## src/lsu_cmd_pkg.sv

```systemverilog
package lsu_cmd_pkg;

    // largest element length code for sram stores, 2^4 = 16 bytes
    localparam int MAX_LEN_CODE = 4;

    localparam int ROW_IDX_W  = 4;
    localparam int NUM_W      = 8;
    localparam int LEN_W      = 3;
    localparam int STR_W      = 3;
    localparam int LDST_W     = 12;
    localparam int DRAM_W     = 31;

    // store target, same encoding as the decode unit uses
    typedef enum logic [1:0] {
        ST_IRAM = 2'd0,
        ST_WRAM = 2'd1,
        ST_ORAM = 2'd2,
        ST_DRAM = 2'd3
    } st_target_e;

    // instruction fields
    typedef logic [ROW_IDX_W-1:0] row_idx_t;
    typedef logic [ROW_IDX_W-1:0] col_idx_t;
    typedef logic [NUM_W-1:0]     num_t;
    typedef logic [LEN_W-1:0]     len_code_t;
    typedef logic [STR_W-1:0]     str_t;
    typedef logic [LDST_W-1:0]    ld_st_addr_t;
    typedef logic [DRAM_W-1:0]    dram_addr_t;

endpackage

```

## src/lsu_mem_pkg.sv

```systemverilog
package lsu_mem_pkg;

    // matrix unit result array
    localparam int MXU_ROWS  = 16;
    localparam int ROW_BYTES = 16;
    localparam int ROW_BITS  = ROW_BYTES * 8;

    // sram row address width, one address per 16-byte row
    localparam int SRAM_ADDR_W = 8;

    // aw channel widths
    localparam int AW_ADDR_W = 10;
    localparam int AW_NUM_W  = 5;

    typedef logic [ROW_BITS-1:0] row_data_t;

    // row 0 sits in the low bits
    typedef row_data_t [MXU_ROWS-1:0] mxu_rows_t;

    typedef logic [ROW_BYTES-1:0] byte_en_t;

    typedef logic [SRAM_ADDR_W-1:0] sram_addr_t;

    // dram 16-byte line index
    typedef logic [AW_ADDR_W-1:0] aw_addr_t;

    // beats per row
    typedef logic [AW_NUM_W-1:0] aw_num_t;

endpackage

```

## src/lsu_row_counter.sv

```systemverilog
`timescale 1ns/1ns

module lsu_row_counter (
    input  logic                     clk,
    input  logic                     rst_n,
    input  logic                     accept,
    input  logic                     write_en,
    input  lsu_cmd_pkg::row_idx_t    start_y,
    input  lsu_cmd_pkg::num_t        num,
    input  lsu_cmd_pkg::ld_st_addr_t ld_st_addr,
    output lsu_cmd_pkg::row_idx_t    row_sel,
    output lsu_mem_pkg::sram_addr_t  row_addr,
    output logic                     last
);
    import lsu_cmd_pkg::*;
    import lsu_mem_pkg::*;

    row_idx_t   row_q;
    sram_addr_t addr_q;
    // rows still to be written, including the current one
    num_t       remaining;

    always_ff @(posedge clk or negedge rst_n) begin
        if (!rst_n) begin
            row_q     <= '0;
            addr_q    <= '0;
            remaining <= '0;
        end else if (accept) begin
            row_q     <= start_y;
            // sram is addressed per 16-byte row
            addr_q    <= ld_st_addr[11:4];
            remaining <= num;
        end else if (write_en) begin
            row_q     <= row_idx_t'(row_q + 1'b1);
            addr_q    <= sram_addr_t'(addr_q + 1'b1);
            remaining <= num_t'(remaining - 1'b1);
        end
    end

    assign row_sel  = row_q;
    assign row_addr = addr_q;
    assign last     = (remaining == num_t'(1));

    // fields latched at acceptance must describe a store inside the matrix
    a_rows_in_range: assert property (@(posedge clk) disable iff (!rst_n)
        $rose(write_en) |-> (remaining != '0) &&
                            (int'(row_q) + int'(remaining) <= MXU_ROWS));

endmodule

```

## config.mk

```make
export PLATFORM = sky130hd
export DESIGN_NAME = lsu_row_counter
export DESIGN_NICKNAME = d
export VERILOG_FILES = /design/src/lsu_cmd_pkg.sv /design/src/lsu_mem_pkg.sv /design/src/lsu_row_counter.sv
export SDC_FILE = /design/constraint.sdc
export NUM_CORES = 1
export LEC_CHECK = 0
export BUFFER_PORTS_ARGS = -buffer_cell sky130_fd_sc_hd__buf_2
export CELL_PAD_IN_SITES_DETAIL_PLACEMENT = 0
export CELL_PAD_IN_SITES_GLOBAL_PLACEMENT = 1
export CORE_AREA = 4 4 58 60
export CTS_BUF_LIST = sky130_fd_sc_hd__clkbuf_4 sky130_fd_sc_hd__clkbuf_8
export DETAILED_ROUTE_END_ITERATION = 7
export DIE_AREA = 0 0 62 64
export PLACE_DENSITY = 0.94
export SLEW_MARGIN = 20
export SYNTH_ARGS = -nofsm -noshare
export SYNTH_HDL_FRONTEND = slang
export SYNTH_SLANG_ARGS = --single-unit
```

## constraint.sdc

```tcl
create_clock -name clk -period 4.2 [get_ports clk]
set_input_delay 0.21 -clock clk [delete_from_list [all_inputs] [get_ports clk]]
set_output_delay 0.21 -clock clk [all_outputs]
set_load 0.05 [all_outputs]
```

Yosys cells after proc, flatten, opt, wreduce, memory -nomap -nowiden --
Index checks and enable logic that the tools add are counted.
Word-level totals: register bits 20, input port bits 28, output and inout bits 13, word-level logic and storage cells 14
Operators by class: add/subtract/negate cells 3, equal/unequal tests 1, muxes and demuxes 6, reduce and logical (&&, ||, !) cells 1
Operator list (number):
- $mux W8 | 4
- $add A8 B1 Y8 const B | 1
- $eq A8 B1 Y1 const B | 1
- $mux W4 | 2
- $sub A8 B1 Y8 const B | 1
- $add A4 B1 Y4 const B | 1
- $reduce_bool A2 Y1 | 1

Logic depth before layout (Yosys ltp) --
depth in word-level cells 3, depth in mapped cells 5

Least setup slack after synthesis --
Ideal clock, no wire load.
path kind register to output, from register remaining[4], to output last, data arrival time 2.570 ns, path slack 1.420 ns, stages on the path, launching flop included 3, buffers on the path 0, path through dfrtp_1 -> or4_4 -> nor4b_1
On the way: word-level cells in the longest chain between the ends 1
Ends and longest elaborated chain:
- start, declared | RTL line lsu_row_counter.sv:21 | num_t remaining;
- start signal, assigned | RTL line lsu_row_counter.sv:32 | remaining <= num;
- start signal, assigned | RTL line lsu_row_counter.sv:36 | remaining <= num_t'(remaining - 1'b1);
- $eq A8 B1 Y1 | RTL line lsu_row_counter.sv:42 | assign last = (remaining == num_t'(1));
- end, declared | RTL line lsu_row_counter.sv:13 | output logic last
Every way passes these cells.

Worst setup path after layout --
Ends and elaborated chain as after synthesis.

==> run_results.csv <==
group,metric,value,unit
run_status,status,"completed",
synth,synth.ff_latch_count,20,
critical_path,critPathMaxFanout,5,
synth,synth_area,1115,um2
placed_design,dp_hpwl,1717,um
synth,ys_seq_area_share,44.89,%
clock_network,clock_sinks,20,
clock_network,clock_latency,0.31,ns
placed_design,io_buffers,36,
floorplan,die_width,62,um
pwr,leakagePower,0.6399,nW
critical_path,end_kind,"output pin",
clock_network,htree_levels,1,
layout,fin_util,46.71,%
route,detail-route-antenna-nets,0,
floorplan,dieHeight,64,um
timing,hold_violations,0,
critical_path,critPathLaunchType,"register",
clock_network,post_cts.repair.setup_buffers,0,
timing,fin_crit_sh,49.04,%
route,totalWireLength,2332,um
timing,tns,0,ns
run,maxCapViolCount,0,
timing,maxSlewHeadroom,56.70,%
placed_design,gp_congestion,0.7688,
clock_network,cts_tree,"built",
timing,grt_setup_unrepaired,"false",
timing,finClkSkew,0.007941,ns
critical_path,criticalPathCategory,"reg -> out",
route,drtIter0Drc,18,
floorplan,rows,20,
route,avgRoutedWirePerCell,12.34,um
critical_path,critPathSlowestCell,"or4_4",
synth,synth_area_per_cell,9.213,um2
timing,maxSlewViolCount,0,
synth,yosysUniqueCellTypes,23,
layout,drive_above_1_share,27.56,%
global_route,grt_max_degree,46,
route,met1_length,1168,um
clock_network,cts_buffers,3,
layout,most-common-layout-cells,"buf_2 (36), nand2_1 (23), dfrtp_1 (20), o21ai_0 (19), nand3_1 (9)",
timing,min_period,2.060,ns
timing,max_slew.worst_pin.slew,0.6496,ns
layout,area_growth_syn_to_layout,22.67,%
floorplan,die_area,3968,um2
clock_network,cts.clk_slew.worst_paths,0.12,ns
route,top_layer,"met4",
route,post-route-drc-count,0,
min_path,min_path_type,"in -> reg",
route,wl_met3,202,um
route,vias,950,
critical_path,cp_cell_sequence,"or4_4 -> nor4b_1 -> buf_2",
layout,layout.nets,189,
floorplan,start_util,38.08,%
global_route,grt_overflow,0,
floorplan,core_area,2928,um2
pwr,power_density,397.6,nW/um2
timing,timing.fmax,485.6,MHz
pwr,irDropWorstVdd,0.0002500,V
layout,mostFrequentLayoutCell,"buf_2",
critical_path,cp.arrival,1.85,ns
synth,synth_cells,121,
global_route,grt_pass1_vias,955,
floorplan,num_io_pins,41,
critical_path,cp.required,3.99,ns
critical_path,slowest_delay,0.56,ns
synth,ys_warn_count,0,
clock_network,clock-root-buffer,"clkbuf_4",
route,vias_per_cell,5.026,
global_route,globalRouteTotalUtil,13.35,%
global_route,grt_pass1_wl,4064,um
global_route,antenna_found_initial,0,
clock_network,clk_path_buf_depth,2,
synth,syn_nets,153,
route,wl_met2,937,um
layout,insertedDiodeCount,0,
timing,setup_viol,0,
route,dr.pass1.iters,4,
-- synthesized netlist by cell type --
library cell / count / area [um2]
or4_1: 5 / 37.54
o21ai_0: 19 / 95.09
clkbuf_1: 3 / 11.26
inv_1: 3 / 11.26
and2b_2: 1 / 8.760
xor2_1: 5 / 43.79
nor4bb_1: 1 / 10.01
mux2i_1: 2 / 20.02
nand3_1: 9 / 45.04
mux2_2: 1 / 11.26
ha_1: 4 / 50.05
buf_4: 2 / 15.01
dfrtp_1: 20 / 500.5
nor2b_1: 4 / 25.02
nor2_1: 2 / 7.510
xnor2_1: 6 / 52.55
nand4_1: 5 / 31.28
nand2_1: 23 / 86.33
or4_4: 1 / 11.26
nor4b_1: 2 / 17.52
or4b_1: 1 / 10.01
a211o_1: 1 / 8.760
buf_2: 1 / 5.000
-- worst paths after layout --
kind,depth (start not counted),start,end,slack [ns]
setup / recovery,3,remaining[4],last,2.14
hold / removal,3,ld_st_addr[9],row_addr[5],0.09
setup reg to reg,3,remaining[4],remaining[6],2.60
hold reg to reg,2,row_addr[7],row_addr[7],0.58
max in group asynchronous,2,rst_n,remaining[0],3.53
min in group asynchronous,2,rst_n,row_sel[0],0.36
-- layout make-up --
class	instances	area, um2
fillers	283	1560
inverters	3	11.26
well taps	33	41.29
clock inverters	1	30.03
flip-flops and latches	20	500.5
multi-input cells	92	571.8
repair buffers	37	190.2
clock buffers	3	22.52
-- power breakdown --
| part | internal, W | switching [W] | total [W] |
|---|---|---|---|
| logic | 0.0000493 | 0.0000947 | 0.000144 |
| clock network | 0.0000966 | 0.0000624 | 0.000159 |
| registers | 0.000215 | 0.0000258 | 0.000241 |
-- cell families (layout without fill, tap and decap cells) --
logic type | after synthesis | in the layout | synth area share [%]
multiplexers | 3 | 3 | 2.806
AND/OR/NAND/NOR | 54 | 54 | 26.04
flip-flops | 20 | 20 | 44.89
AO/OA/AOI/OAI | 20 | 20 | 9.315
XOR/XNOR | 11 | 11 | 8.642
buffers and inverters | 9 | 44 | 3.815
adder cells (fa/ha/maj) | 4 | 4 | 4.490
-- timing repair --
| item | CTS | global route |
|---|---|---|
| gates resized for setup | 0 | 0 |
| endpoints found under the hold margin | 20 | 0 |
| hold buffers | 1 | 0 |
-- flip-flops by register name (all words and copies together) (netlist names) --
register	flops
remaining	8
row_addr	8
row_sel	4
-- stage by stage --
| stage | total power, W | worst slack, ns | std cells | instance area [um2] | hold WS, ns |
|---|---|---|---|---|---|
| 4_1_cts | 0.0005494 | 2.126 | 189 | 1368 | 0.09318 |
| 2_1_floorplan | 0.0003456 | 1.420 | 121 | 1115 | -0.08559 |
| 3_5_place_dp | 0.0003887 | 2.488 | 184 | 1305 | 0.1820 |
| 5_1_grt | 0.0005757 | 2.028 | 189 | 1368 | 0.09967 |
| 3_3_place_gp | 0.0003837 | 2.451 | 184 | 1305 | 0.1768 |
| 6_report | 0.0005437 | 2.141 | 189 | 1368 | 0.09438 |
-- routing by layer --
layer,global-route usage [%],up-vias
met5,0,-
met4,4.775,0
met3,2.626,2
met2,19.69,33
met1,19.04,423
li1,-,492
-- worst max-delay path: cells and delay by family, from the launching register on --
family	cells	cell delay, ns
buffers and inverters	1	0.31
flip-flops	1	0.42
AND/OR/NAND/NOR	2	0.81
No activity file was read; power rests on OpenSTA's default activity.
