[config.mk]
export PLATFORM = sky130hd
export DESIGN_NAME = lsu_aw_issue
export DESIGN_NICKNAME = d
export VERILOG_FILES = /design/src/lsu_cmd_pkg.sv /design/src/lsu_mem_pkg.sv /design/src/lsu_aw_issue.sv
export SDC_FILE = /design/constraint.sdc
export NUM_CORES = 1
export LEC_CHECK = 0
export ABC_CLOCK_PERIOD_IN_PS = 800
export BUFFER_PORTS_ARGS = -buffer_cell sky130_fd_sc_hd__clkbuf_2
export CAP_MARGIN = 20
export CORE_MARGIN = 1
export CORE_UTILIZATION = 33
export DETAILED_ROUTE_END_ITERATION = 16
export GPL_ROUTABILITY_DRIVEN = 0
export MAX_ROUTING_LAYER = met4
export PLACE_DENSITY = 0.73
export SLEW_MARGIN = 20
export SYNTH_ARGS = -nofsm -noshare
export SYNTH_HDL_FRONTEND = slang
export SYNTH_SLANG_ARGS = --single-unit
[constraint.sdc]
create_clock -name clk -period 0.8 [get_ports clk]
set_input_delay 0.08 -clock clk [delete_from_list [all_inputs] [get_ports clk]]
set_output_delay 0.08 -clock clk [all_outputs]
set_load 0.1 [all_outputs]
[src/lsu_cmd_pkg.sv]
package lsu_cmd_pkg;

    // largest element length code for sram stores, 2^4 = 16 bytes
    localparam int MAX_LEN_CODE = 4;

    localparam int ROW_IDX_W  = 4;
    localparam int NUM_W      = 8;
    localparam int LEN_W      = 3;
    localparam int STR_W      = 3;
    localparam int LDST_W     = 12;
    localparam int DRAM_W     = 31;

    // store target, same encoding as the decode unit uses
    typedef enum logic [1:0] {
        ST_IRAM = 2'd0,
        ST_WRAM = 2'd1,
        ST_ORAM = 2'd2,
        ST_DRAM = 2'd3
    } st_target_e;

    // instruction fields
    typedef logic [ROW_IDX_W-1:0] row_idx_t;
    typedef logic [ROW_IDX_W-1:0] col_idx_t;
    typedef logic [NUM_W-1:0]     num_t;
    typedef logic [LEN_W-1:0]     len_code_t;
    typedef logic [STR_W-1:0]     str_t;
    typedef logic [LDST_W-1:0]    ld_st_addr_t;
    typedef logic [DRAM_W-1:0]    dram_addr_t;

endpackage

[src/lsu_mem_pkg.sv]
package lsu_mem_pkg;

    // matrix unit result array
    localparam int MXU_ROWS  = 16;
    localparam int ROW_BYTES = 16;
    localparam int ROW_BITS  = ROW_BYTES * 8;

    // sram row address width, one address per 16-byte row
    localparam int SRAM_ADDR_W = 8;

    // aw channel widths
    localparam int AW_ADDR_W = 10;
    localparam int AW_NUM_W  = 5;

    typedef logic [ROW_BITS-1:0] row_data_t;

    // row 0 sits in the low bits
    typedef row_data_t [MXU_ROWS-1:0] mxu_rows_t;

    typedef logic [ROW_BYTES-1:0] byte_en_t;

    typedef logic [SRAM_ADDR_W-1:0] sram_addr_t;

    // dram 16-byte line index
    typedef logic [AW_ADDR_W-1:0] aw_addr_t;

    // beats per row
    typedef logic [AW_NUM_W-1:0] aw_num_t;

endpackage

[src/lsu_aw_issue.sv]
`timescale 1ns/1ns

module lsu_aw_issue (
    input  logic                    clk,
    input  logic                    rst_n,
    input  logic                    aw_start,
    input  lsu_cmd_pkg::dram_addr_t dram_addr,
    input  lsu_cmd_pkg::num_t       num,
    input  lsu_cmd_pkg::len_code_t  len,
    input  lsu_cmd_pkg::str_t       str,
    input  logic                    awrdy,
    output logic                    awvld,
    output lsu_mem_pkg::aw_addr_t   awaddr,
    output lsu_cmd_pkg::num_t       awlen,
    output lsu_cmd_pkg::len_code_t  awsize,
    output lsu_cmd_pkg::str_t       awstr,
    output lsu_mem_pkg::aw_num_t    awnum,
    output logic                    aw_done
);
    import lsu_mem_pkg::*;

    always_ff @(posedge clk or negedge rst_n) begin
        if (!rst_n) begin
            awvld   <= 1'b0;
            aw_done <= 1'b0;
        end else begin
            aw_done <= awvld && awrdy;
            if (aw_start) begin
                awvld <= 1'b1;
            end else if (awvld && awrdy) begin
                awvld <= 1'b0;
            end
        end
    end

    // request fields, held until the slave takes them
    always_ff @(posedge clk) begin
        if (aw_start) begin
            awaddr <= dram_addr[13:4];
            awlen  <= num;
            awsize <= len;
            awstr  <= str;
            // beats needed to move one 16-byte row
            awnum  <= aw_num_t'(ROW_BYTES >> len);
        end
    end

    // request must hold under back-pressure
    a_aw_stable: assert property (@(posedge clk) disable iff (!rst_n)
        awvld && !awrdy |=> awvld && $stable(awaddr) && $stable(awlen) &&
                            $stable(awsize) && $stable(awstr) && $stable(awnum));

endmodule

* Word-level counts from Yosys, hierarchy flattened
Index checks and enable logic that the tools add are counted.
** Storage, ports and cells
- Output and inout bits :: 31
- Register bits after elaboration :: 31
- Logic and storage cells :: 12
** Cells by class
- Reduce and logical (&&, ||, !) cells :: 2
- Shifts and indexed selects :: 1
- Mux-type cells :: 2
** Operator list (number)
- $shr 5x3->5 const A :: 1
- $mux 1 :: 2
- $reduce_bool 2->1 :: 1
- $logic_and 1x1->1 :: 1

* Logic depth before layout (Yosys ltp)
Gate-level depths: netlist of the first run.
- Depth in word-level cells :: 3
- Mapped depth :: 2
- Mapped depth without buffers :: 2

* Least setup slack after synthesis of the first run
No wires, ideal clock.
- Kind :: register -> register
- Start :: register awvld
- End :: register aw_done
- Setup slack :: -0.393 ns
- Required time :: 0.731 ns
- Stages on the path, launching flop included :: 2
- Period minus slack after synthesis :: 1.193 ns
- Arrival time :: 1.124 ns
- Cell sequence :: dfrtp_1 and2_1
** Between the ends
- Cells in the longest elaborated chain, start to end :: 1
** Ends and longest elaborated chain
- start, declared :: line lsu_aw_issue.sv:12 : output logic awvld,
- start signal, assigned :: line lsu_aw_issue.sv:24 : awvld <= 1'b0;
- start signal, assigned :: line lsu_aw_issue.sv:29 : awvld <= 1'b1;
- start signal, assigned :: line lsu_aw_issue.sv:31 : awvld <= 1'b0;
- $logic_and 1x1->1 :: line lsu_aw_issue.sv:27 : aw_done <= awvld && awrdy;
- end signal, assigned :: line lsu_aw_issue.sv:27
- end, declared :: line lsu_aw_issue.sv:18 : output logic aw_done
Every way passes these cells.
A chain may end at the register's enable or synchronous reset.

* Worst setup path in the final report of the first run
- Start :: register awvld
- End :: output port awvld
No word-level cell between the ends.

==> impl_metrics.yaml, run 1 <==
outcome:
  status: "finished, violations left"
  violations: "setup timing"
die:
  die_x_um: 56.38
  die_h_um: 56.38
  num_io_pins: 80
  rows: 19
  core-area_um2: 2781
  initial_utilization_pct: 35.09
  dieArea_um2: 3179
timing:
  skew_ps: 0.1261
  rsz0062_at_grt: "yes"
  finalSetupViolCount: 31
  fin_ws_ps: -284.3
  finalCritPeriodShare_pct: 135.5
  hold_viol_final: 0
  max_freq_mhz: 922.3
  period_minus_slack_ps: 1084
  slew_headroom_pct: 87.90
  hold_ws_ps: 32.36
  worstMarginPinSlew_ps: 181.1
  drv_slew: 0
logic_synthesis:
  synth.avg_cell_area_um2: 25.02
  syn_nets: 88
  syn_area_um2: 975.9
  yosysTopAreaCell: "edfxtp_1"
  yosysWarnings: 0
  synth_top_area_share_pct: 89.23
  ys_seq_area_share_pct: 94.36
  ys_ff_latch: 31
  syn_inst: 39
  yosys-top-cells-area: "edfxtp_1 (89%), dfrtp_1 (5.1%), nor3b_1 (2.3%)"
  synth_cell_type_count: 8
power_and_ir_drop:
  clock_power_share_pct: 21.2
  internal_power_mw: 3.036
  power_switching_share_pct: 34.44
  power_frac_comb_pct: 35.1
  pwr-share-seq_pct: 43.7
  ir_drop_mv: 1.929
  p_leak_nw: 0.8900
  p_per_area_nw_per_um2: 2180
  p_sw_mw: 1.595
worst_setup_path:
  crit_slowest_cell: "dfrtp_4"
  required_ps: 720
  cp_cell_sequence: "buf_12"
  criticalPathCategory: "reg -> out"
  critPathBufInv: 1
  cp_top_family: "flip-flops"
  critPathMaxFanout: 3
  cp-end-kind: "output pin"
  slowest_delay_ps: 520
  critPathArrivalTime_ps: 1000
  cp-start-kind: "register"
clocking:
  htree_levels: 2
  clock_latency_ps: 300
  cts_inserted_buffers: 5
  cts_buffer_depth: 2
  cts_tree: "yes"
  cts-root-buf: "clkbuf_4"
  cts.sinks: 31
  clk_pin_slew_ps: 90
  cts_resized: 0
worst_hold_path:
  min_path_type: "in -> reg"
grt:
  grt_first_pass_wirelength_mm: 3.415
  overflow: 0
  gr-usage-all-layers_pct: 15.78
  grt_antenna_before_repair: 0
  grt_pass1_vias: 773
  grt_start_max_net_pins: 18
placed_design:
  dpl-instance-area_um2: 1815
  io_buffers: 58
  place_hpwl_mm: 1.485
final_layout:
  area_growth_syn_to_layout_pct: 117.7
  diodes: 0
  drive_gt1_share_pct: 53.44
  design_area_um2: 2125
  fillers: 175
  fin_nets: 179
detailed_routing:
  wl_per_cell_um: 13.73
  viasPerCell: 4.364
  drt_pass1_iterations: 3
  first_iter_violations: 12
  final_antenna_net_count: 0
  drcViolationCount: 0
  vias: 707
  totalWireLength_mm: 2.224
job:
  cap_violations: 0
registers in the layout, summed over array words and instances, names as in the netlist:
signal	count
aw_done	1
awaddr	10
awvld	1
awstr	3
awlen	8
awsize	3
awnum	5
layout make-up:
class | instances | area, um2 | area share [%]
multi-input cells | 7 | 51.30 | 2.415
inverters | 1 | 3.754 | 0.1767
repair buffers | 84 | 1036 | 48.76
well taps | 31 | 38.79 | 1.826
clock buffers | 8 | 68.82 | 3.239
flip-flops and latches | 31 | 925.9 | 43.58
kinds of logic after synthesis:
group                  share of synthesized area (%)
AOI/OAI and AO/OA                             0.7695
buffers and inverters                         0.3842
DFF                                            94.36
and+or+nand+nor                                4.487
cells in the final DEF, fill, tap and decap left out:
cell / n
a21o_1: 1
and2_1: 1
and3b_2: 1
buf_12: 33
clkbuf_1: 1
clkbuf_2: 27
clkbuf_4: 5
clkbuf_8: 2
dfrtp_2: 1
dfrtp_4: 1
dlygate4sd3_1: 24
edfxtp_1: 29
inv_1: 1
nor3_1: 1
nor3b_1: 3
power by group through the flow:
stage / logic [mW] / registers (mW) / clock network [mW]
floorplan: 0.0139 / 2.88 / 0
global placement: 1.52 / 2.05 / 0
detailed placement: 1.53 / 2.06 / 0
CTS: 1.63 / 2.02 / 1.03
global route: 1.66 / 2.03 / 1.09
finish: 1.62 / 2.02 / 0.984
metrics by stage:
stage	total power, mW	TNS, ps	cells	util [%]	worst slack [ps]
after CTS	4.678	-7001	162	76.38	-295.4
after floorplan	2.898	-5573	39	-	-184.0
after global routing	4.780	-7497	162	76.38	-304.0
after global placement	3.571	0	130	65.27	49.90
after detailed placement	3.594	0	130	65.27	30.21
final	4.631	-6308	162	76.38	-284.3
cells in the mapped netlist, drive strengths merged:
library cell,n
a21o,1
and2,1
and3b,1
dfrtp,2
edfxtp,29
inv,1
nor3,1
nor3b,3
timing repair:
action | 4_1_cts | 5_1_grt
buffers inserted | 0 | 0
hold buffers | 24 | 0
setup endpoints to repair | 31 | 31
hold endpoints to repair | 25 | 0
worst paths after layout:
path / startpoint / end / slack (ps) / cells after the start
min reg2reg: awvld / awvld / 610 / 1
max in group asynchronous: rst_n / awvld / 590 / 2
min: len[0] / awsize[0] / 30 / 1
max reg2reg: awvld / awvld / 10 / 1
max: awvld / awvld / -280 / 1
min in group asynchronous: rst_n / awvld / 100 / 2
layer usage:
metal	wire length, um	vias up	global-route usage [%]
li1	-	335	-
met2	1280	41	29.59
met3	188	4	6.912
met5	0	-	-
met1	729	327	13.84
met4	26	0	5.226
(Power assumes the default switching activity.)
==> inputs of run 2 (changes only) <==
--- a/config.mk
+++ b/config.mk
@@ -5,15 +5,16 @@
 export SDC_FILE = /design/constraint.sdc
 export NUM_CORES = 1
 export LEC_CHECK = 0
-export ABC_CLOCK_PERIOD_IN_PS = 800
+export ABC_CLOCK_PERIOD_IN_PS = 900
 export BUFFER_PORTS_ARGS = -buffer_cell sky130_fd_sc_hd__clkbuf_2
 export CAP_MARGIN = 20
 export CORE_MARGIN = 1
-export CORE_UTILIZATION = 33
+export CORE_UTILIZATION = 35
+export CTS_BUF_LIST = sky130_fd_sc_hd__clkbuf_4 sky130_fd_sc_hd__clkbuf_8
 export DETAILED_ROUTE_END_ITERATION = 16
 export GPL_ROUTABILITY_DRIVEN = 0
 export MAX_ROUTING_LAYER = met4
-export PLACE_DENSITY = 0.73
+export PLACE_DENSITY = 0.76
 export SLEW_MARGIN = 20
 export SYNTH_ARGS = -nofsm -noshare
 export SYNTH_HDL_FRONTEND = slang
==> constraint.sdc (replaced) <==
create_clock -name clk -period 0.9 [get_ports clk]
set_input_delay 0.09 -clock clk [delete_from_list [all_inputs] [get_ports clk]]
set_output_delay 0.09 -clock clk [all_outputs]
set_load 0.1 [all_outputs]
==> impl_metrics.yaml, run 2 (same netlist as run 1, synthesis figures left out) <==
detailed_routing:
  top_layer_used: "met4"
  viasPerCell: 4.388
  met2_length_mm: 1.220
  wl_met1_um: 813
  wl_met3_um: 172
  drcViolationCount: 0
  vias: 702
  drt_pass1_iterations: 4
  wl_per_cell_um: 13.99
  totalWireLength_mm: 2.238
  first_iter_violations: 7
  final_antenna_net_count: 0
die:
  die_x_um: 54.81
  initial_utilization_pct: 38.35
  dieArea_um2: 3004
  core-area_um2: 2545
  num_io_pins: 80
  rows: 18
  die_h_um: 54.81
power_and_ir_drop:
  p_per_area_nw_per_um2: 1908
  finalPower_mw: 4.011
  ir_drop_mv: 1.826
  p_leak_nw: 0.8833
worst_setup_path:
  critPathBufInv: 1
  r2r_slack_ps: 120
  crit_slowest_cell: "dfrtp_4"
  cp_top_family: "flip-flops"
  critPathArrivalTime_ps: 1000
  critPathMaxFanout: 3
  r2r_cells: 1
  r2r_end: "aw_done"
  crit_start: "awvld"
  r2r_start: "awvld"
  required_ps: 810
  cp_cell_sequence: "buf_12"
  crit_cells: 1
  cp-end-kind: "output pin"
  cp-start-kind: "register"
  criticalPathCategory: "reg -> out"
  cp-endpoint: "awvld"
  slowest_delay_ps: 510
timing:
  hold_viol_final: 0
  rsz0062_at_grt: "yes"
  slew_headroom_pct: 85.83
  skew_ps: 0.4585
  fin_ws_ps: -193.9
  finalCritPeriodShare_pct: 121.5
  period_minus_slack_ps: 1094
  drv_slew: 0
  max_freq_mhz: 914.2
  finalSetupViolCount: 31
  worstMarginPinSlew_ps: 212.1
clocking:
  cts-root-buf: "clkbuf_4"
  htree_levels: 2
  cts_buffer_depth: 2
  clk_pin_slew_ps: 90
  cts_tree: "yes"
  cts.sinks: 31
  cts_inserted_buffers: 5
  clock_latency_ps: 310
grt:
  grt_first_pass_wirelength_mm: 3.243
  gr-usage-all-layers_pct: 17.83
  grt_start_max_net_pins: 18
  grt_antenna_before_repair: 0
  grt_pass1_vias: 708
  overflow: 0
final_layout:
  fin_cells: 160
  top_regs: "awaddr: 10 flops, awlen: 8 flops, awnum: 5 flops"
  area_growth_syn_to_layout_pct: 115.4
  mostFrequentLayoutCells: "buf_12 (33), edfxtp_1 (29), clkbuf_2 (27)"
  diodes: 0
  drive_gt1_share_pct: 54.62
  fin_nets: 178
  regMostFlops: "awaddr"
  largest_reg_flops: 10
  final_common_cell: "buf_12"
  utilization_pct: 82.60
worst_hold_path:
  min_path_type: "in -> reg"
placed_design:
  place_hpwl_mm: 1.468
  place_ws_ps: 139.2
  dp_cells: 129
  io_buffers: 58
outcome:
  violations: "setup timing"
  status: "finished, violations left"
job:
  cap_violations: 0
## run 2: changes by cell type in the layout (fill, tap and decap cells not counted)
cell,change
clkbuf_8,-2
clkbuf_4,+2
clkinv_2,+1
clkbuf_1,-1
dlygate4sd3_1,-1
## run 2: area by class of cell
cell class / instances / area [um2]
Timing Repair Buffer: 83 / 1026
Sequential cell: 31 / 925.9
Fill cell: 120 / 442.9
Clock buffer: 7 / 52.55
Multi-Input combinational cell: 7 / 51.30
Tap cell: 30 / 37.54
Clock inverter: 1 / 5.005
Inverter: 1 / 3.754
## run 2: worst min path at each step
stage / start / endpoint / slack, ps / depth (start not counted)
2_1_floorplan: rst_n / aw_done / -210 / 0
3_3_place_gp: rst_n / awvld / -130 / 1
3_5_place_dp: rst_n / awvld / -120 / 1
4_1_cts: len[1] / awsize[1] / 5 / 1
5_1_grt: len[0] / awsize[0] / 30 / 1
6_report: len[1] / awsize[1] / 40 / 1
## run 2: routing by layer
layer  track usage, %  vias up
met5                -        -
met4            7.692        0
met3            8.333        4
met2            29.72       47
met1            17.59      318
li1                 -      333
## run 2: through the flow
step	area, um2	hold WS (ps)	TNS (ps)
floorplan	980.9	-205.6	-2763
global placement	1814	-125.4	0
detailed placement	1814	-118.5	0
CTS	2102	4.708	-4204
global route	2102	27.17	-4905
finish	2102	38.60	-3571
## run 2: power breakdown
part / leakage, nW / switching (mW) / internal (mW)
Combinational: 0.543 / 0.908 / 0.531
Clock: 0.0361 / 0.410 / 0.364
Sequential: 0.304 / 0.0922 / 1.71
Total: 0.883 / 1.41 / 2.60
## run 2: timing repair
item / CTS / global route
endpoints found under the hold margin: 24 / 0
endpoints found under the setup margin: 31 / 31
hold buffers: 23 / 0
gates resized for setup: 0 / 0
buffers inserted: 0 / 0
==> inputs of run 3 (changes only) <==
--- a/config.mk
+++ b/config.mk
@@ -5,16 +5,16 @@
 export SDC_FILE = /design/constraint.sdc
 export NUM_CORES = 1
 export LEC_CHECK = 0
-export ABC_CLOCK_PERIOD_IN_PS = 900
+export ABC_CLOCK_PERIOD_IN_PS = 1200
 export BUFFER_PORTS_ARGS = -buffer_cell sky130_fd_sc_hd__clkbuf_2
 export CAP_MARGIN = 20
 export CORE_MARGIN = 1
-export CORE_UTILIZATION = 35
+export CORE_UTILIZATION = 39
 export CTS_BUF_LIST = sky130_fd_sc_hd__clkbuf_4 sky130_fd_sc_hd__clkbuf_8
 export DETAILED_ROUTE_END_ITERATION = 16
 export GPL_ROUTABILITY_DRIVEN = 0
 export MAX_ROUTING_LAYER = met4
-export PLACE_DENSITY = 0.76
+export PLACE_DENSITY = 0.81
 export SLEW_MARGIN = 20
 export SYNTH_ARGS = -nofsm -noshare
 export SYNTH_HDL_FRONTEND = slang
==> constraint.sdc (replaced) <==
create_clock -name clk -period 1.2 [get_ports clk]
set_input_delay 0.12 -clock clk [delete_from_list [all_inputs] [get_ports clk]]
set_output_delay 0.12 -clock clk [all_outputs]
set_load 0.1 [all_outputs]
==> impl_metrics.yaml, run 3 (same netlist as run 1, synthesis figures left out) <==
final_layout:
  diodes: 0
  top_regs: "awaddr: 10 flops, awlen: 8 flops, awnum: 5 flops"
  area_growth_syn_to_layout_pct: 115.3
  drive_gt1_share_pct: 53.49
  largest_reg_flops: 10
  fin_nets: 177
  regMostFlops: "awaddr"
  mostFrequentLayoutCells: "buf_12 (32), edfxtp_1 (29), clkbuf_2 (27)"
  final_common_cell: "buf_12"
worst_setup_path:
  cp_cell_sequence: "buf_12"
  criticalPathCategory: "reg -> out"
  cp-end-kind: "output pin"
  critPathMaxFanout: 3
  slowest_delay_ps: 450
  critPathArrivalTime_ps: 990
  cp-start-kind: "register"
  required_ps: 1080
  critPathBufInv: 1
  crit_slowest_cell: "dfrtp_1"
  cp_top_family: "flip-flops"
power_and_ir_drop:
  finalPower_mw: 3.271
  p_leak_nw: 0.8885
  ir_drop_mv: 1.426
  p_per_area_nw_per_um2: 1557
placed_design:
  io_buffers: 58
timing:
  period_minus_slack_ps: 1112
  max_freq_mhz: 899.2
  finalSetupViolCount: 0
  worstMarginPinSlew_ps: 263.8
  finalCritPeriodShare_pct: 92.67
  hold_viol_final: 0
  drv_slew: 0
  skew_ps: 0.5506
  tns_ps: 0
  slew_headroom_pct: 82.38
  rsz0062_at_grt: "no"
die:
  initial_utilization_pct: 42.88
  die_h_um: 52.03
  die_x_um: 52.03
  num_io_pins: 80
  core-area_um2: 2276
  dieArea_um2: 2707
  rows: 17
clocking:
  cts_buffer_depth: 2
  clk_pin_slew_ps: 110
  cts_tree: "yes"
  clock_latency_ps: 330
  cts_inserted_buffers: 5
  htree_levels: 2
  cts-root-buf: "clkbuf_4"
  cts.sinks: 31
outcome:
  status: "completed"
detailed_routing:
  first_iter_violations: 20
  top_layer_used: "met4"
  totalWireLength_mm: 2.820
  viasPerCell: 4.624
  vias: 726
  final_antenna_net_count: 0
  wl_met3_um: 259
  met2_length_mm: 1.551
  wl_per_cell_um: 17.96
  drcViolationCount: 0
  wl_met1_um: 966
  drt_pass1_iterations: 6
grt:
  grt_start_max_net_pins: 17
  overflow: 0
  grt_pass1_vias: 794
  grt_antenna_before_repair: 0
  grt_first_pass_wirelength_mm: 4.112
  gr-usage-all-layers_pct: 25.23
worst_hold_path:
  min_path_type: "in -> reg"
job:
  cap_violations: 0
==> run 3: cell types whose count changed in the layout (fill, tap and decap cells not counted), sizes merged <==
cell | previous run | this run
dlygate4sd3 | 23 | 22
clkbuf | 34 | 33
bufinv | 0 | 1
==> run 3: report_power, final <==
part / total [mW] / internal [mW] / switching (mW) / leakage, nW
clock: 0.841 / 0.492 / 0.349 / 0.0482
sequential: 1.35 / 1.28 / 0.0700 / 0.306
combinational: 1.08 / 0.392 / 0.690 / 0.534
==> run 3: final timing paths <==
path / slack, ps / cells after the start / to / startpoint
max: 90 / 1 / awvld / awvld
min: 40 / 1 / awsize[2] / len[2]
min in group asynchronous: 100 / 2 / aw_done / rst_n
max reg2reg: 440 / 1 / awvld / awvld
max in group asynchronous: 990 / 2 / awvld / rst_n
min reg2reg: 630 / 1 / awvld / awvld
==> run 3: area by class of cell <==
cell class / count / area [um2]
inverters: 1 / 3.754
flip-flops and latches: 31 / 920.9
clock inverters: 2 / 35.03
multi-input cells: 7 / 51.30
repair buffers: 82 / 1003
well taps: 28 / 35.03
fillers: 58 / 175.2
clock buffers: 6 / 51.30
==> run 3: timing repair <==
action	in CTS	in global routing
hold buffers	22	0
buffers inserted	0	0
hold endpoints to repair	23	0
endpoints found under the setup margin	0	0
resized for setup	0	0
==> run 3: metrics by stage <==
stage               instance area (um2)  utilization (%)  hold slack, ps  worst slack [ps]  cells
floorplan                         975.9                -          -175.6             7.241     39
global placement                   1794            78.83          -95.59             433.4    127
detailed placement                 1794            78.83          -87.72             396.9    127
CTS                                2101            92.30           2.710             92.12    157
global route                       2101            92.30           17.36             62.50    157
finish                             2101            92.30           35.83             87.94    157
==> run 3: metal layers <==
layer | track usage [%] | vias up
li1 | - | 331
met1 | 23.11 | 339
met2 | 44.44 | 50
met3 | 11.70 | 6
met4 | 10.36 | 0
met5 | - | -
