===== config.mk =====
export PLATFORM = sky130hd
export DESIGN_NAME = lsu_store_fsm
export DESIGN_NICKNAME = d
export VERILOG_FILES = /design/src/lsu_cmd_pkg.sv /design/src/lsu_store_fsm.sv
export SDC_FILE = /design/constraint.sdc
export NUM_CORES = 1
export LEC_CHECK = 0
export BUFFER_PORTS_ARGS = -buffer_cell sky130_fd_sc_hd__buf_2
export CORE_AREA = 2 2 39 41
export CTS_BUF_LIST = sky130_fd_sc_hd__clkbuf_4 sky130_fd_sc_hd__clkbuf_8 sky130_fd_sc_hd__clkbuf_16
export DETAILED_ROUTE_END_ITERATION = 7
export DIE_AREA = 0 0 41 43
export PLACE_DENSITY = 0.51
export SYNTH_ARGS = -nofsm -noshare
export SYNTH_HDL_FRONTEND = slang
export SYNTH_SLANG_ARGS = --single-unit
export TNS_END_PERCENT = 1

===== constraint.sdc =====
create_clock -name clk -period 2.3 [get_ports clk]
set_input_delay 0.115 -clock clk [delete_from_list [all_inputs] [get_ports clk]]
set_output_delay 0.115 -clock clk [all_outputs]
set_load 0.005 [all_outputs]

===== src/lsu_cmd_pkg.sv =====
package lsu_cmd_pkg;

    // largest element length code for sram stores, 2^4 = 16 bytes
    localparam int MAX_LEN_CODE = 4;

    localparam int ROW_IDX_W  = 4;
    localparam int NUM_W      = 8;
    localparam int LEN_W      = 3;
    localparam int STR_W      = 3;
    localparam int LDST_W     = 12;
    localparam int DRAM_W     = 31;

    // store target, same encoding as the decode unit uses
    typedef enum logic [1:0] {
        ST_IRAM = 2'd0,
        ST_WRAM = 2'd1,
        ST_ORAM = 2'd2,
        ST_DRAM = 2'd3
    } st_target_e;

    // instruction fields
    typedef logic [ROW_IDX_W-1:0] row_idx_t;
    typedef logic [ROW_IDX_W-1:0] col_idx_t;
    typedef logic [NUM_W-1:0]     num_t;
    typedef logic [LEN_W-1:0]     len_code_t;
    typedef logic [STR_W-1:0]     str_t;
    typedef logic [LDST_W-1:0]    ld_st_addr_t;
    typedef logic [DRAM_W-1:0]    dram_addr_t;

endpackage


===== src/lsu_store_fsm.sv =====
`timescale 1ns/1ns

module lsu_store_fsm (
    input  logic                    clk,
    input  logic                    rst_n,
    input  logic                    vld,
    input  logic                    st_iram,
    input  logic                    st_wram,
    input  logic                    st_oram,
    input  logic                    st_dram,
    input  logic                    mxu_data_rdy,
    input  logic                    last,
    input  logic                    aw_done,
    output logic                    rdy,
    output logic                    accept,
    output lsu_cmd_pkg::st_target_e target,
    output logic                    write_en,
    output logic                    aw_start
);
    import lsu_cmd_pkg::*;

    typedef enum logic [1:0] {
        IDLE,
        WAIT_MXU,
        WRITE,
        ISSUE_AW
    } state_e;

    state_e     state;
    state_e     state_nxt;
    st_target_e target_nxt;
    logic       sram_st;
    // high while the packer still presents the final row
    logic       drain;

    assign sram_st  = st_iram | st_wram | st_oram;
    assign rdy      = (state == IDLE) && !drain;
    assign accept   = vld && rdy;
    assign write_en = (state == WRITE);

    // sram flags win over dram
    assign aw_start = accept && st_dram && !sram_st;

    // priority iram > wram > oram > dram
    always_comb begin
        if (st_iram) begin
            target_nxt = ST_IRAM;
        end else if (st_wram) begin
            target_nxt = ST_WRAM;
        end else if (st_oram) begin
            target_nxt = ST_ORAM;
        end else begin
            target_nxt = ST_DRAM;
        end
    end

    always_comb begin
        state_nxt = state;
        case (state)
            IDLE: begin
                if (accept && sram_st) begin
                    state_nxt = WAIT_MXU;
                end else if (aw_start) begin
                    state_nxt = ISSUE_AW;
                end
            end
            // data-ready level only looked at here
            WAIT_MXU: begin
                if (mxu_data_rdy) begin
                    state_nxt = WRITE;
                end
            end
            WRITE: begin
                if (last) begin
                    state_nxt = IDLE;
                end
            end
            ISSUE_AW: begin
                if (aw_done) begin
                    state_nxt = IDLE;
                end
            end
            default: state_nxt = IDLE;
        endcase
    end

    always_ff @(posedge clk or negedge rst_n) begin
        if (!rst_n) begin
            state  <= IDLE;
            target <= ST_IRAM;
            drain  <= 1'b0;
        end else begin
            state <= state_nxt;
            drain <= write_en && last;
            if (accept) begin
                target <= target_nxt;
            end
        end
    end

    // aw completion only arrives while the request is pending, never during row writes
    a_aw_done_in_issue: assert property (@(posedge clk) disable iff (!rst_n)
        aw_done |-> (state == ISSUE_AW));

endmodule


After elaboration in Yosys (flattened, before gate mapping)
Index checks and enable logic that the tools add are counted.
Widths: inputs -> output; s select.

storage, ports and cells
  flip-flop bits (word level) = 5
  word-level logic and storage cells = 31
  bits of input ports = 10

cells by class
  reductions and logical operators = 10
  muxes and demuxes = 9
  equality and inequality tests = 7
  bitwise gates (word level) = 2

operator list
  cell                count
  $mux 2              7
  $pmux 2 s4          1
  $logic_and 1x1->1   6
  $ne 2x2->1 const B  3
  $eq 2x2->1 const B  2
  $reduce_and 4->1    1
  $ne 3x2->1 const B  1
  $eq 2x1->1 const B  1
  $logic_not 1->1     2
  $logic_not 2->1     1
  $or 1x1->1          2
  $mux 1              1

Logic depth before layout (Yosys ltp)
Gate-level depths: netlist of run 1.

  depth after elaboration = 8
  depth in mapped cells = 5

Worst setup path before layout of run 1
No wires, ideal clock.

  path kind = reg-to-reg
  start point = reg state[1]
  end point = reg target[0]
  required time = 2.175 ns
  stages on the path, launching flop included = 5
  setup slack = 1.034 ns
  buffers on the path = 0
  setup time = 0.125 ns
  data arrival time = 1.141 ns
  cell sequence = dfrtp_1 -> nor3_2 -> nand2_2 -> inv_2 -> mux2_2

on the way
  longest elaborated chain between the ends = 3

RTL lines
  item                    line                 text
  start, declared         lsu_store_fsm.sv:29  state_e state;
  start signal, assigned  lsu_store_fsm.sv:93  state <= state_nxt;
  $logic_not 2->1         lsu_store_fsm.sv:37  assign rdy = (state == IDLE) && !drain;
  $logic_and 1x1->1       lsu_store_fsm.sv:37
  via rdy                 lsu_store_fsm.sv:14  output logic rdy,
  $logic_and 1x1->1       lsu_store_fsm.sv:38  assign accept = vld && rdy;
  via accept              lsu_store_fsm.sv:15  output logic accept,
  end signal, assigned    lsu_store_fsm.sv:96  target <= target_nxt;
  end, declared           lsu_store_fsm.sv:16  output lsu_cmd_pkg::st_target_e target,

The timed path passes the listed nets, and every way through them passes these cells.
A chain may end at the register's enable or synchronous reset.

Worst setup path after layout of run 1
  start point = reg state[1]
  end point = out aw_start

on the way
  longest elaborated chain between the ends = 5

RTL lines
  item                             line                 text
  $logic_not 2->1                  lsu_store_fsm.sv:37
  $logic_and 1x1->1                lsu_store_fsm.sv:37
  $logic_and 1x1->1                lsu_store_fsm.sv:38
  $logic_and 1x1->1 (2 in series)  lsu_store_fsm.sv:42  assign aw_start = accept && st_dram && !sram_st;
  end, declared                    lsu_store_fsm.sv:18  output logic aw_start

No other way between the ends.

==> impl_metrics.prom, run 1 <==
# TYPE chip_impl_metric gauge
chip_impl_metric{name="yosys.area.top_type_share",unit=""} 0.483
chip_impl_metric{name="antenna_found_initial",unit=""} 0
chip_impl_metric{name="core_area",unit="mm^2"} 0.00138
chip_impl_metric{name="mapped_nets",unit=""} 35
chip_impl_info{name="worst-setup-path-type",value="reg -> out"} 1
chip_impl_metric{name="critical_path_peak_fanout",unit=""} 5
chip_impl_metric{name="cts_repair_resize_count",unit=""} 0
chip_impl_metric{name="ys_seq_area_frac",unit=""} 0.483
chip_impl_metric{name="final_hold_viol_count",unit=""} 0
chip_impl_metric{name="hpwl",unit="um"} 482
chip_impl_metric{name="flow.area_growth_from_synthesis",unit="%"} 52.2
chip_impl_info{name="synth_largest_area_cell",value="sky130_fd_sc_hd__dfrtp_1"} 1
chip_impl_metric{name="hold_ws",unit="ps"} 105
chip_impl_metric{name="ant_nets",unit=""} 0
chip_impl_metric{name="tritoncts.num_buffers",unit=""} 3
chip_impl_metric{name="ys_async_sr_fraction",unit=""} 1.00
chip_impl_metric{name="grt-ovfl-total",unit=""} 0
chip_impl_metric{name="holdBufCountCts",unit=""} 1
chip_impl_info{name="status",value="complete, no violations"} 1
chip_impl_metric{name="pin_count_of_the_biggest_net_entering_global_routing",unit=""} 6
chip_impl_metric{name="tightestPinTransition",unit="ps"} 229
chip_impl_metric{name="static-leakage-power",unit="nW"} 0.212
chip_impl_metric{name="finalSetupViolCount",unit=""} 0
chip_impl_metric{name="yosys_register_bits",unit=""} 5
chip_impl_metric{name="dieArea",unit="mm^2"} 0.00176
chip_impl_metric{name="timing.clock.skew",unit="ps"} 1.16
chip_impl_metric{name="io_buffer_count",unit=""} 15
chip_impl_info{name="synth_most_common_cell",value="sky130_fd_sc_hd__dfrtp_1"} 1
chip_impl_metric{name="die_width",unit="um"} 41
chip_impl_metric{name="fin_crit",unit="ps"} 1490
chip_impl_metric{name="power.density_cell_area",unit="mW/mm^2"} 1060
chip_impl_metric{name="postCtsSetupBuffers",unit=""} 0
chip_impl_metric{name="row_count",unit=""} 14
chip_impl_metric{name="track_usage",unit=""} 0.0827
chip_impl_metric{name="final_nets",unit=""} 56
chip_impl_info{name="critical_path.startpoint_type",value="flop"} 1
chip_impl_metric{name="slew_headroom",unit=""} 0.846
chip_impl_metric{name="drtIter0Drc",unit=""} 0
chip_impl_info{name="grt_setup_unrepaired",value="no"} 1
chip_impl_metric{name="achievable-frequency",unit="MHz"} 671
chip_impl_metric{name="routabilityCongestion",unit=""} 0.604
chip_impl_metric{name="die_h",unit="um"} 43
chip_impl_metric{name="number_of_distinct_library_cell_variants_in_the_gate_level_netlist_after_synthesis",unit=""} 19
chip_impl_metric{name="syn_area",unit="um^2"} 259
chip_impl_metric{name="totalWireLength",unit="um"} 595
chip_impl_info{name="ctsRootBufferMaster",value="sky130_fd_sc_hd__clkbuf_4"} 1
chip_impl_metric{name="routed_via_density",unit=""} 4.02
chip_impl_metric{name="seqCellArea",unit="um^2"} 125
chip_impl_metric{name="final.fill_count",unit=""} 153
chip_impl_metric{name="worst_skew_pair.late_latency",unit="ps"} 240
chip_impl_metric{name="global_route_wire_length_before_repair",unit="um"} 931
chip_impl_metric{name="syn-instance-count",unit=""} 25
chip_impl_info{name="min_path_type",value="in -> reg"} 1
chip_impl_metric{name="start_util",unit=""} 0.187
chip_impl_metric{name="cts_max_level",unit=""} 1
chip_impl_metric{name="clock_sinks",unit=""} 5
chip_impl_info{name="synthFlopType",value="sky130_fd_sc_hd__dfrtp_1"} 1
chip_impl_metric{name="route.detailed.drc",unit=""} 0
chip_impl_metric{name="cts_buffer_depth",unit=""} 2
chip_impl_metric{name="first_pass_iteration_count_of_the_detailed_router",unit=""} 1
chip_impl_info{name="post_synth_most_frequent_cells",value="sky130_fd_sc_hd__dfrtp_1 (5), sky130_fd_sc_hd__mux2i_1 (2), sky130_fd_sc_hd__nand2_1 (2)"} 1
chip_impl_metric{name="path_clk_slew",unit="ps"} 40
chip_impl_metric{name="number_of_enable_type_register_cells_in_the_synthesized_netlist",unit=""} 0
chip_impl_metric{name="multi_input_comb_area",unit="um^2"} 126
chip_impl_info{name="synth_top_cells_by_area",value="sky130_fd_sc_hd__dfrtp_1 (48%), sky130_fd_sc_hd__mux2i_1 (7.7%), sky130_fd_sc_hd__and3_4 (4.3%)"} 1
chip_impl_metric{name="vdd_ir_drop_max",unit="mV"} 0.323
chip_impl_metric{name="route.detailed.wl_per_inst",unit="um"} 9.75
chip_impl_metric{name="timing.final.max_slew_violations",unit=""} 0
chip_impl_metric{name="fin_crit_sh",unit=""} 0.648
chip_impl_metric{name="max_cap_check_violation_count",unit=""} 0
chip_impl_metric{name="first_global_vias",unit=""} 237
chip_impl_metric{name="synth.yosys.warnings",unit=""} 0
chip_impl_metric{name="synth_area_per_cell",unit="um^2"} 10.4
chip_impl_metric{name="vias",unit=""} 245
chip_impl_metric{name="drive_above_1_share",unit=""} 0.533
chip_impl_info{name="worstSetupEndpointType",value="primary output"} 1
chip_impl_metric{name="cp.required",unit="ps"} 2180
chip_impl_metric{name="boundary_pins",unit=""} 16
chip_impl_info{name="cts_tree",value="done"} 1
chip_impl_metric{name="worst_ep_arrival_time",unit="ps"} 1370
chip_impl_metric{name="final_antenna_diode_count",unit=""} 0
chip_impl_metric{name="tns",unit="ps"} 0
[cell usage in the layout (no fill, tap or decap)]
master                          Yosys  routed
sky130_fd_sc_hd__a211o_1            1       1
sky130_fd_sc_hd__a21oi_1            1       1
sky130_fd_sc_hd__and2_1             1       1
sky130_fd_sc_hd__and3_4             1       1
sky130_fd_sc_hd__buf_2              0      15
sky130_fd_sc_hd__clkbuf_4           0       4
sky130_fd_sc_hd__dfrtp_1            5       5
sky130_fd_sc_hd__dlygate4sd3_1      0       1
sky130_fd_sc_hd__inv_1              1       1
sky130_fd_sc_hd__inv_2              1       1
sky130_fd_sc_hd__mux2_2             1       1
sky130_fd_sc_hd__mux2i_1            2       2
sky130_fd_sc_hd__nand2_1            2       2
sky130_fd_sc_hd__nand2_2            1       1
sky130_fd_sc_hd__nand2b_1           1       1
sky130_fd_sc_hd__nor2_1             1       1
sky130_fd_sc_hd__nor2b_1            1       1
sky130_fd_sc_hd__nor3_1             1       1
sky130_fd_sc_hd__nor3_2             1       1
sky130_fd_sc_hd__nor4_1             1       1
sky130_fd_sc_hd__o21ai_0            1       1
sky130_fd_sc_hd__o31ai_1            1       1
[power breakdown]
group          switching [mW]  internal [mW]  leakage [nW]
Clock                  0.0353         0.0773        0.0184
Sequential             0.0344          0.124        0.0644
Combinational          0.0636         0.0835         0.130
Total                   0.133          0.285         0.212
[registers in the layout, summed over array words and instances (netlist names)]
name / cells
target: 2
drain: 1
state: 2
[metrics by stage]
stage / area [um^2] / instances / setup WS (ps) / total power [mW] / utilization
detailed placement: 354 / 56 / 1000 / 0.307 / 0.256
floorplan: 259 / 25 / 1030 / 0.241 / -
CTS: 394 / 61 / 792 / 0.426 / 0.285
global placement: 354 / 56 / 1020 / 0.307 / 0.256
finish: 394 / 61 / 810 / 0.418 / 0.285
global route: 394 / 61 / 712 / 0.455 / 0.285
[final timing paths]
kind,slack (ps),endpoint,from,depth (start not counted)
hold reg to reg,500,target[1],target[1],2
min in group asynchronous,240,drain,rst_n,2
hold / removal,110,target[1],st_wram,2
setup reg to reg,1010,target[0],state[1],4
max in group asynchronous,1930,state[1],rst_n,2
setup / recovery,810,aw_start,state[1],5
[routing by layer]
layer  part of all wire  wire [um]  global-route usage  vias up
met5                  0          0                   0        -
met4                  0          0              0.0600        0
met3               0.16         98              0.0314        0
met2               0.34        202              0.0969       16
met1               0.49        294               0.118      102
li1                   -          -                   -      127
[cell type report]
class                      instances  area share
clock buffer                       4      0.0762
inverter                           2      0.0190
multi-input combinational         18       0.321
timing repair buffer              16       0.216
tap                               16      0.0508
sequential                         5       0.317
[worst max-delay path, cell delays in order, from the launching register on]
cell and delay [ps]:
sky130_fd_sc_hd__dfrtp_1 420, sky130_fd_sc_hd__nor3_2 240, sky130_fd_sc_hd__nand2_2 100, sky130_fd_sc_hd__inv_2 80, sky130_fd_sc_hd__and3_4 180, sky130_fd_sc_hd__buf_2 110
[cell families after synthesis]
family	count (synthesis)	share of synthesized area
DFF	5	0.483
buffers and inverters	2	0.0290
AOI/OAI and AO/OA	4	0.101
and+or+nand+nor	11	0.266
muxes	3	0.121
Power figures use the tool's default switching activity.
==> inputs of run 2 (changes only) <==
--- a/config.mk
+++ b/config.mk
@@ -10,7 +10,7 @@
 export CTS_BUF_LIST = sky130_fd_sc_hd__clkbuf_4 sky130_fd_sc_hd__clkbuf_8 sky130_fd_sc_hd__clkbuf_16
 export DETAILED_ROUTE_END_ITERATION = 7
 export DIE_AREA = 0 0 41 43
-export PLACE_DENSITY = 0.51
+export PLACE_DENSITY = 0.52
 export SYNTH_ARGS = -nofsm -noshare
 export SYNTH_HDL_FRONTEND = slang
 export SYNTH_SLANG_ARGS = --single-unit
==> constraint.sdc (replaced) <==
create_clock -name clk -period 1.3 [get_ports clk]
set_input_delay 0.065 -clock clk [delete_from_list [all_inputs] [get_ports clk]]
set_output_delay 0.065 -clock clk [all_outputs]
set_load 0.005 [all_outputs]
==> impl_metrics.prom, run 2 (synthesis results as in run 1) <==
# TYPE chip_impl_metric gauge
chip_impl_metric{name="fin_crit_sh",unit=""} 1.02
chip_impl_metric{name="slew_headroom",unit=""} 0.815
chip_impl_info{name="min_path_type",value="in -> reg"} 1
chip_impl_metric{name="row_count",unit=""} 14
chip_impl_metric{name="final_critical_path_setup_slack",unit="ps"} -23.7
chip_impl_metric{name="die_width",unit="um"} 41
chip_impl_metric{name="dieArea",unit="mm^2"} 0.00176
chip_impl_metric{name="multi_input_comb_area",unit="um^2"} 131
chip_impl_info{name="critical_path.startpoint_type",value="flop"} 1
chip_impl_metric{name="start_util",unit=""} 0.187
chip_impl_info{name="rr_startpoint",value="state[1]"} 1
chip_impl_metric{name="totalWireLength",unit="um"} 811
chip_impl_metric{name="fin_crit",unit="ps"} 1320
chip_impl_metric{name="clock_sinks",unit=""} 5
chip_impl_metric{name="core_area",unit="mm^2"} 0.00138
chip_impl_metric{name="first_pass_iteration_count_of_the_detailed_router",unit=""} 4
chip_impl_metric{name="tritoncts.num_buffers",unit=""} 3
chip_impl_metric{name="vdd_ir_drop_max",unit="mV"} 0.717
chip_impl_metric{name="met3WireLength",unit="um"} 82
chip_impl_metric{name="ant_nets",unit=""} 0
chip_impl_metric{name="final_antenna_diode_count",unit=""} 0
chip_impl_info{name="largest_registers",value="state x2, target x2, drain x1"} 1
chip_impl_metric{name="final.fill_count",unit=""} 155
chip_impl_info{name="status",value="finished, violations left"} 1
chip_impl_metric{name="path_clk_slew",unit="ps"} 50
chip_impl_info{name="top_layer",value="met4"} 1
chip_impl_metric{name="timing.clock.skew",unit="ps"} 12.0
chip_impl_metric{name="worst_hold_stages",unit=""} 2
chip_impl_metric{name="first_global_vias",unit=""} 261
chip_impl_metric{name="achievable-frequency",unit="MHz"} 755
chip_impl_metric{name="finalSetupViolCount",unit=""} 2
chip_impl_metric{name="route.detailed.drc",unit=""} 0
chip_impl_metric{name="tightestPinTransition",unit="ps"} 275
chip_impl_info{name="worstHoldStart",value="st_iram"} 1
chip_impl_metric{name="vias",unit=""} 300
chip_impl_metric{name="final_util",unit=""} 0.341
chip_impl_metric{name="seqCellArea",unit="um^2"} 125
chip_impl_info{name="worst_hold_path.endpoint",value="target[1]"} 1
chip_impl_metric{name="routabilityCongestion",unit=""} 0.734
chip_impl_metric{name="flow.area_growth_from_synthesis",unit="%"} 82.1
chip_impl_info{name="most-common-layout-cells",value="sky130_fd_sc_hd__buf_2 (13), sky130_fd_sc_hd__buf_4 (8), sky130_fd_sc_hd__dfrtp_1 (5)"} 1
chip_impl_metric{name="antenna_found_initial",unit=""} 0
chip_impl_metric{name="final_hold_viol_count",unit=""} 0
chip_impl_metric{name="wire_length_on_met2",unit="um"} 420
chip_impl_metric{name="final_nets",unit=""} 64
chip_impl_metric{name="hpwl",unit="um"} 484
chip_impl_info{name="layout.cells.most_common",value="sky130_fd_sc_hd__buf_2"} 1
chip_impl_metric{name="drive_above_1_share",unit=""} 0.623
chip_impl_metric{name="worst_skew_pair.late_latency",unit="ps"} 250
chip_impl_metric{name="route.detailed.wl_per_inst",unit="um"} 11.8
chip_impl_info{name="violations",value="setup timing"} 1
chip_impl_info{name="start_point_of_the_critical_path",value="state[1]"} 1
chip_impl_metric{name="design_area",unit="um^2"} 472
chip_impl_metric{name="boundary_pins",unit=""} 16
chip_impl_metric{name="cts_max_level",unit=""} 1
chip_impl_metric{name="io_buffer_count",unit=""} 15
chip_impl_metric{name="worst_ep_arrival_time",unit="ps"} 1260
chip_impl_metric{name="critical_path_peak_fanout",unit=""} 2
chip_impl_metric{name="drtIter0Drc",unit=""} 13
chip_impl_metric{name="met1_length",unit="um"} 303
chip_impl_metric{name="power.density_cell_area",unit="mW/mm^2"} 2000
chip_impl_metric{name="pin_count_of_the_biggest_net_entering_global_routing",unit=""} 6
chip_impl_info{name="worst-setup-path-type",value="reg -> out"} 1
chip_impl_metric{name="track_usage",unit=""} 0.106
chip_impl_info{name="reg2reg_to",value="target[1]"} 1
chip_impl_metric{name="dpl-instance-area",unit="um^2"} 369
chip_impl_info{name="cts_tree",value="done"} 1
chip_impl_metric{name="grt-ovfl-total",unit=""} 0
chip_impl_metric{name="die_h",unit="um"} 43
chip_impl_metric{name="timing.final.max_slew_violations",unit=""} 0
chip_impl_metric{name="max_cap_check_violation_count",unit=""} 0
chip_impl_metric{name="global_route_wire_length_before_repair",unit="um"} 1150
chip_impl_metric{name="static-leakage-power",unit="nW"} 0.255
chip_impl_info{name="ctsRootBufferMaster",value="sky130_fd_sc_hd__clkbuf_4"} 1
chip_impl_metric{name="cts_buffer_depth",unit=""} 2
chip_impl_info{name="worstSetupEndpointType",value="primary output"} 1
chip_impl_metric{name="reg2reg_depth",unit=""} 6
chip_impl_metric{name="routed_via_density",unit=""} 4.35
chip_impl_metric{name="setup.reg_to_reg.worst_slack",unit="ps"} -20
chip_impl_metric{name="cp.required",unit="ps"} 1240
chip_impl_info{name="grt_setup_unrepaired",value="yes"} 1
[run 2: where the power goes]
group          leakage, nW  total, mW  switching (mW)  internal [mW]
Clock               0.0184      0.208          0.0711          0.137
Sequential          0.0644      0.255          0.0364          0.219
Combinational        0.172      0.479           0.190          0.288
Total                0.255      0.943           0.298          0.645
[run 2: worst max-delay path by stage]
| stage | endpoint | cells past startpoint | slack (ps) |
|---|---|---|---|
| detailed placement | target[0] | 4 | 80 |
| floorplan | target[0] | 4 | 30 |
| global route | target[1] | 6 | -90 |
| CTS | aw_start | 5 | -30 |
| finish | aw_start | 5 | -20 |
| global placement | target[0] | 4 | 120 |
[run 2: what timing repair did]
item,CTS,global route
setup endpoints to repair,1,5
hold buffers,1,0
setup buffers,4,2
resized for setup,2,2
pin swaps,3,2
hold endpoints to repair,5,0
[run 2: cell type report]
cell class	count	share of cell area
Inverter	2	0.0159
Tap cell	16	0.0424
Multi-Input combinational cell	18	0.279
Timing Repair Buffer	24	0.334
Sequential cell	5	0.265
Clock buffer	4	0.0637
[run 2: per-stage QoR]
step | worst slack, ps | power, mW | hold WS, ps | TNS (ps) | instances
final | -23.7 | 0.943 | 46.4 | -47.0 | 69
after global routing | -85.3 | 1.01 | 51.9 | -279 | 69
after CTS | -29.1 | 0.863 | 26.6 | -44.4 | 67
after detailed placement | 77.0 | 0.583 | -111 | 0 | 58
after global placement | 121 | 0.589 | -108 | 0 | 58
after floorplan | 34.5 | 0.426 | -231 | 0 | 25
[run 2: routing by layer]
metal | GRT usage | vias to the layer above
li1 | - | 146
met1 | 0.121 | 133
met2 | 0.156 | 19
met3 | 0.0628 | 2
met4 | 0.0400 | 0
met5 | 0 | -
[run 2: worst max-delay path: stages, from the launching register on]
cell and delay, ps:
sky130_fd_sc_hd__dfrtp_1 380, sky130_fd_sc_hd__nor3_2 220, sky130_fd_sc_hd__nand2_2 90, sky130_fd_sc_hd__inv_2 60
sky130_fd_sc_hd__and3_4 180, sky130_fd_sc_hd__buf_6 90
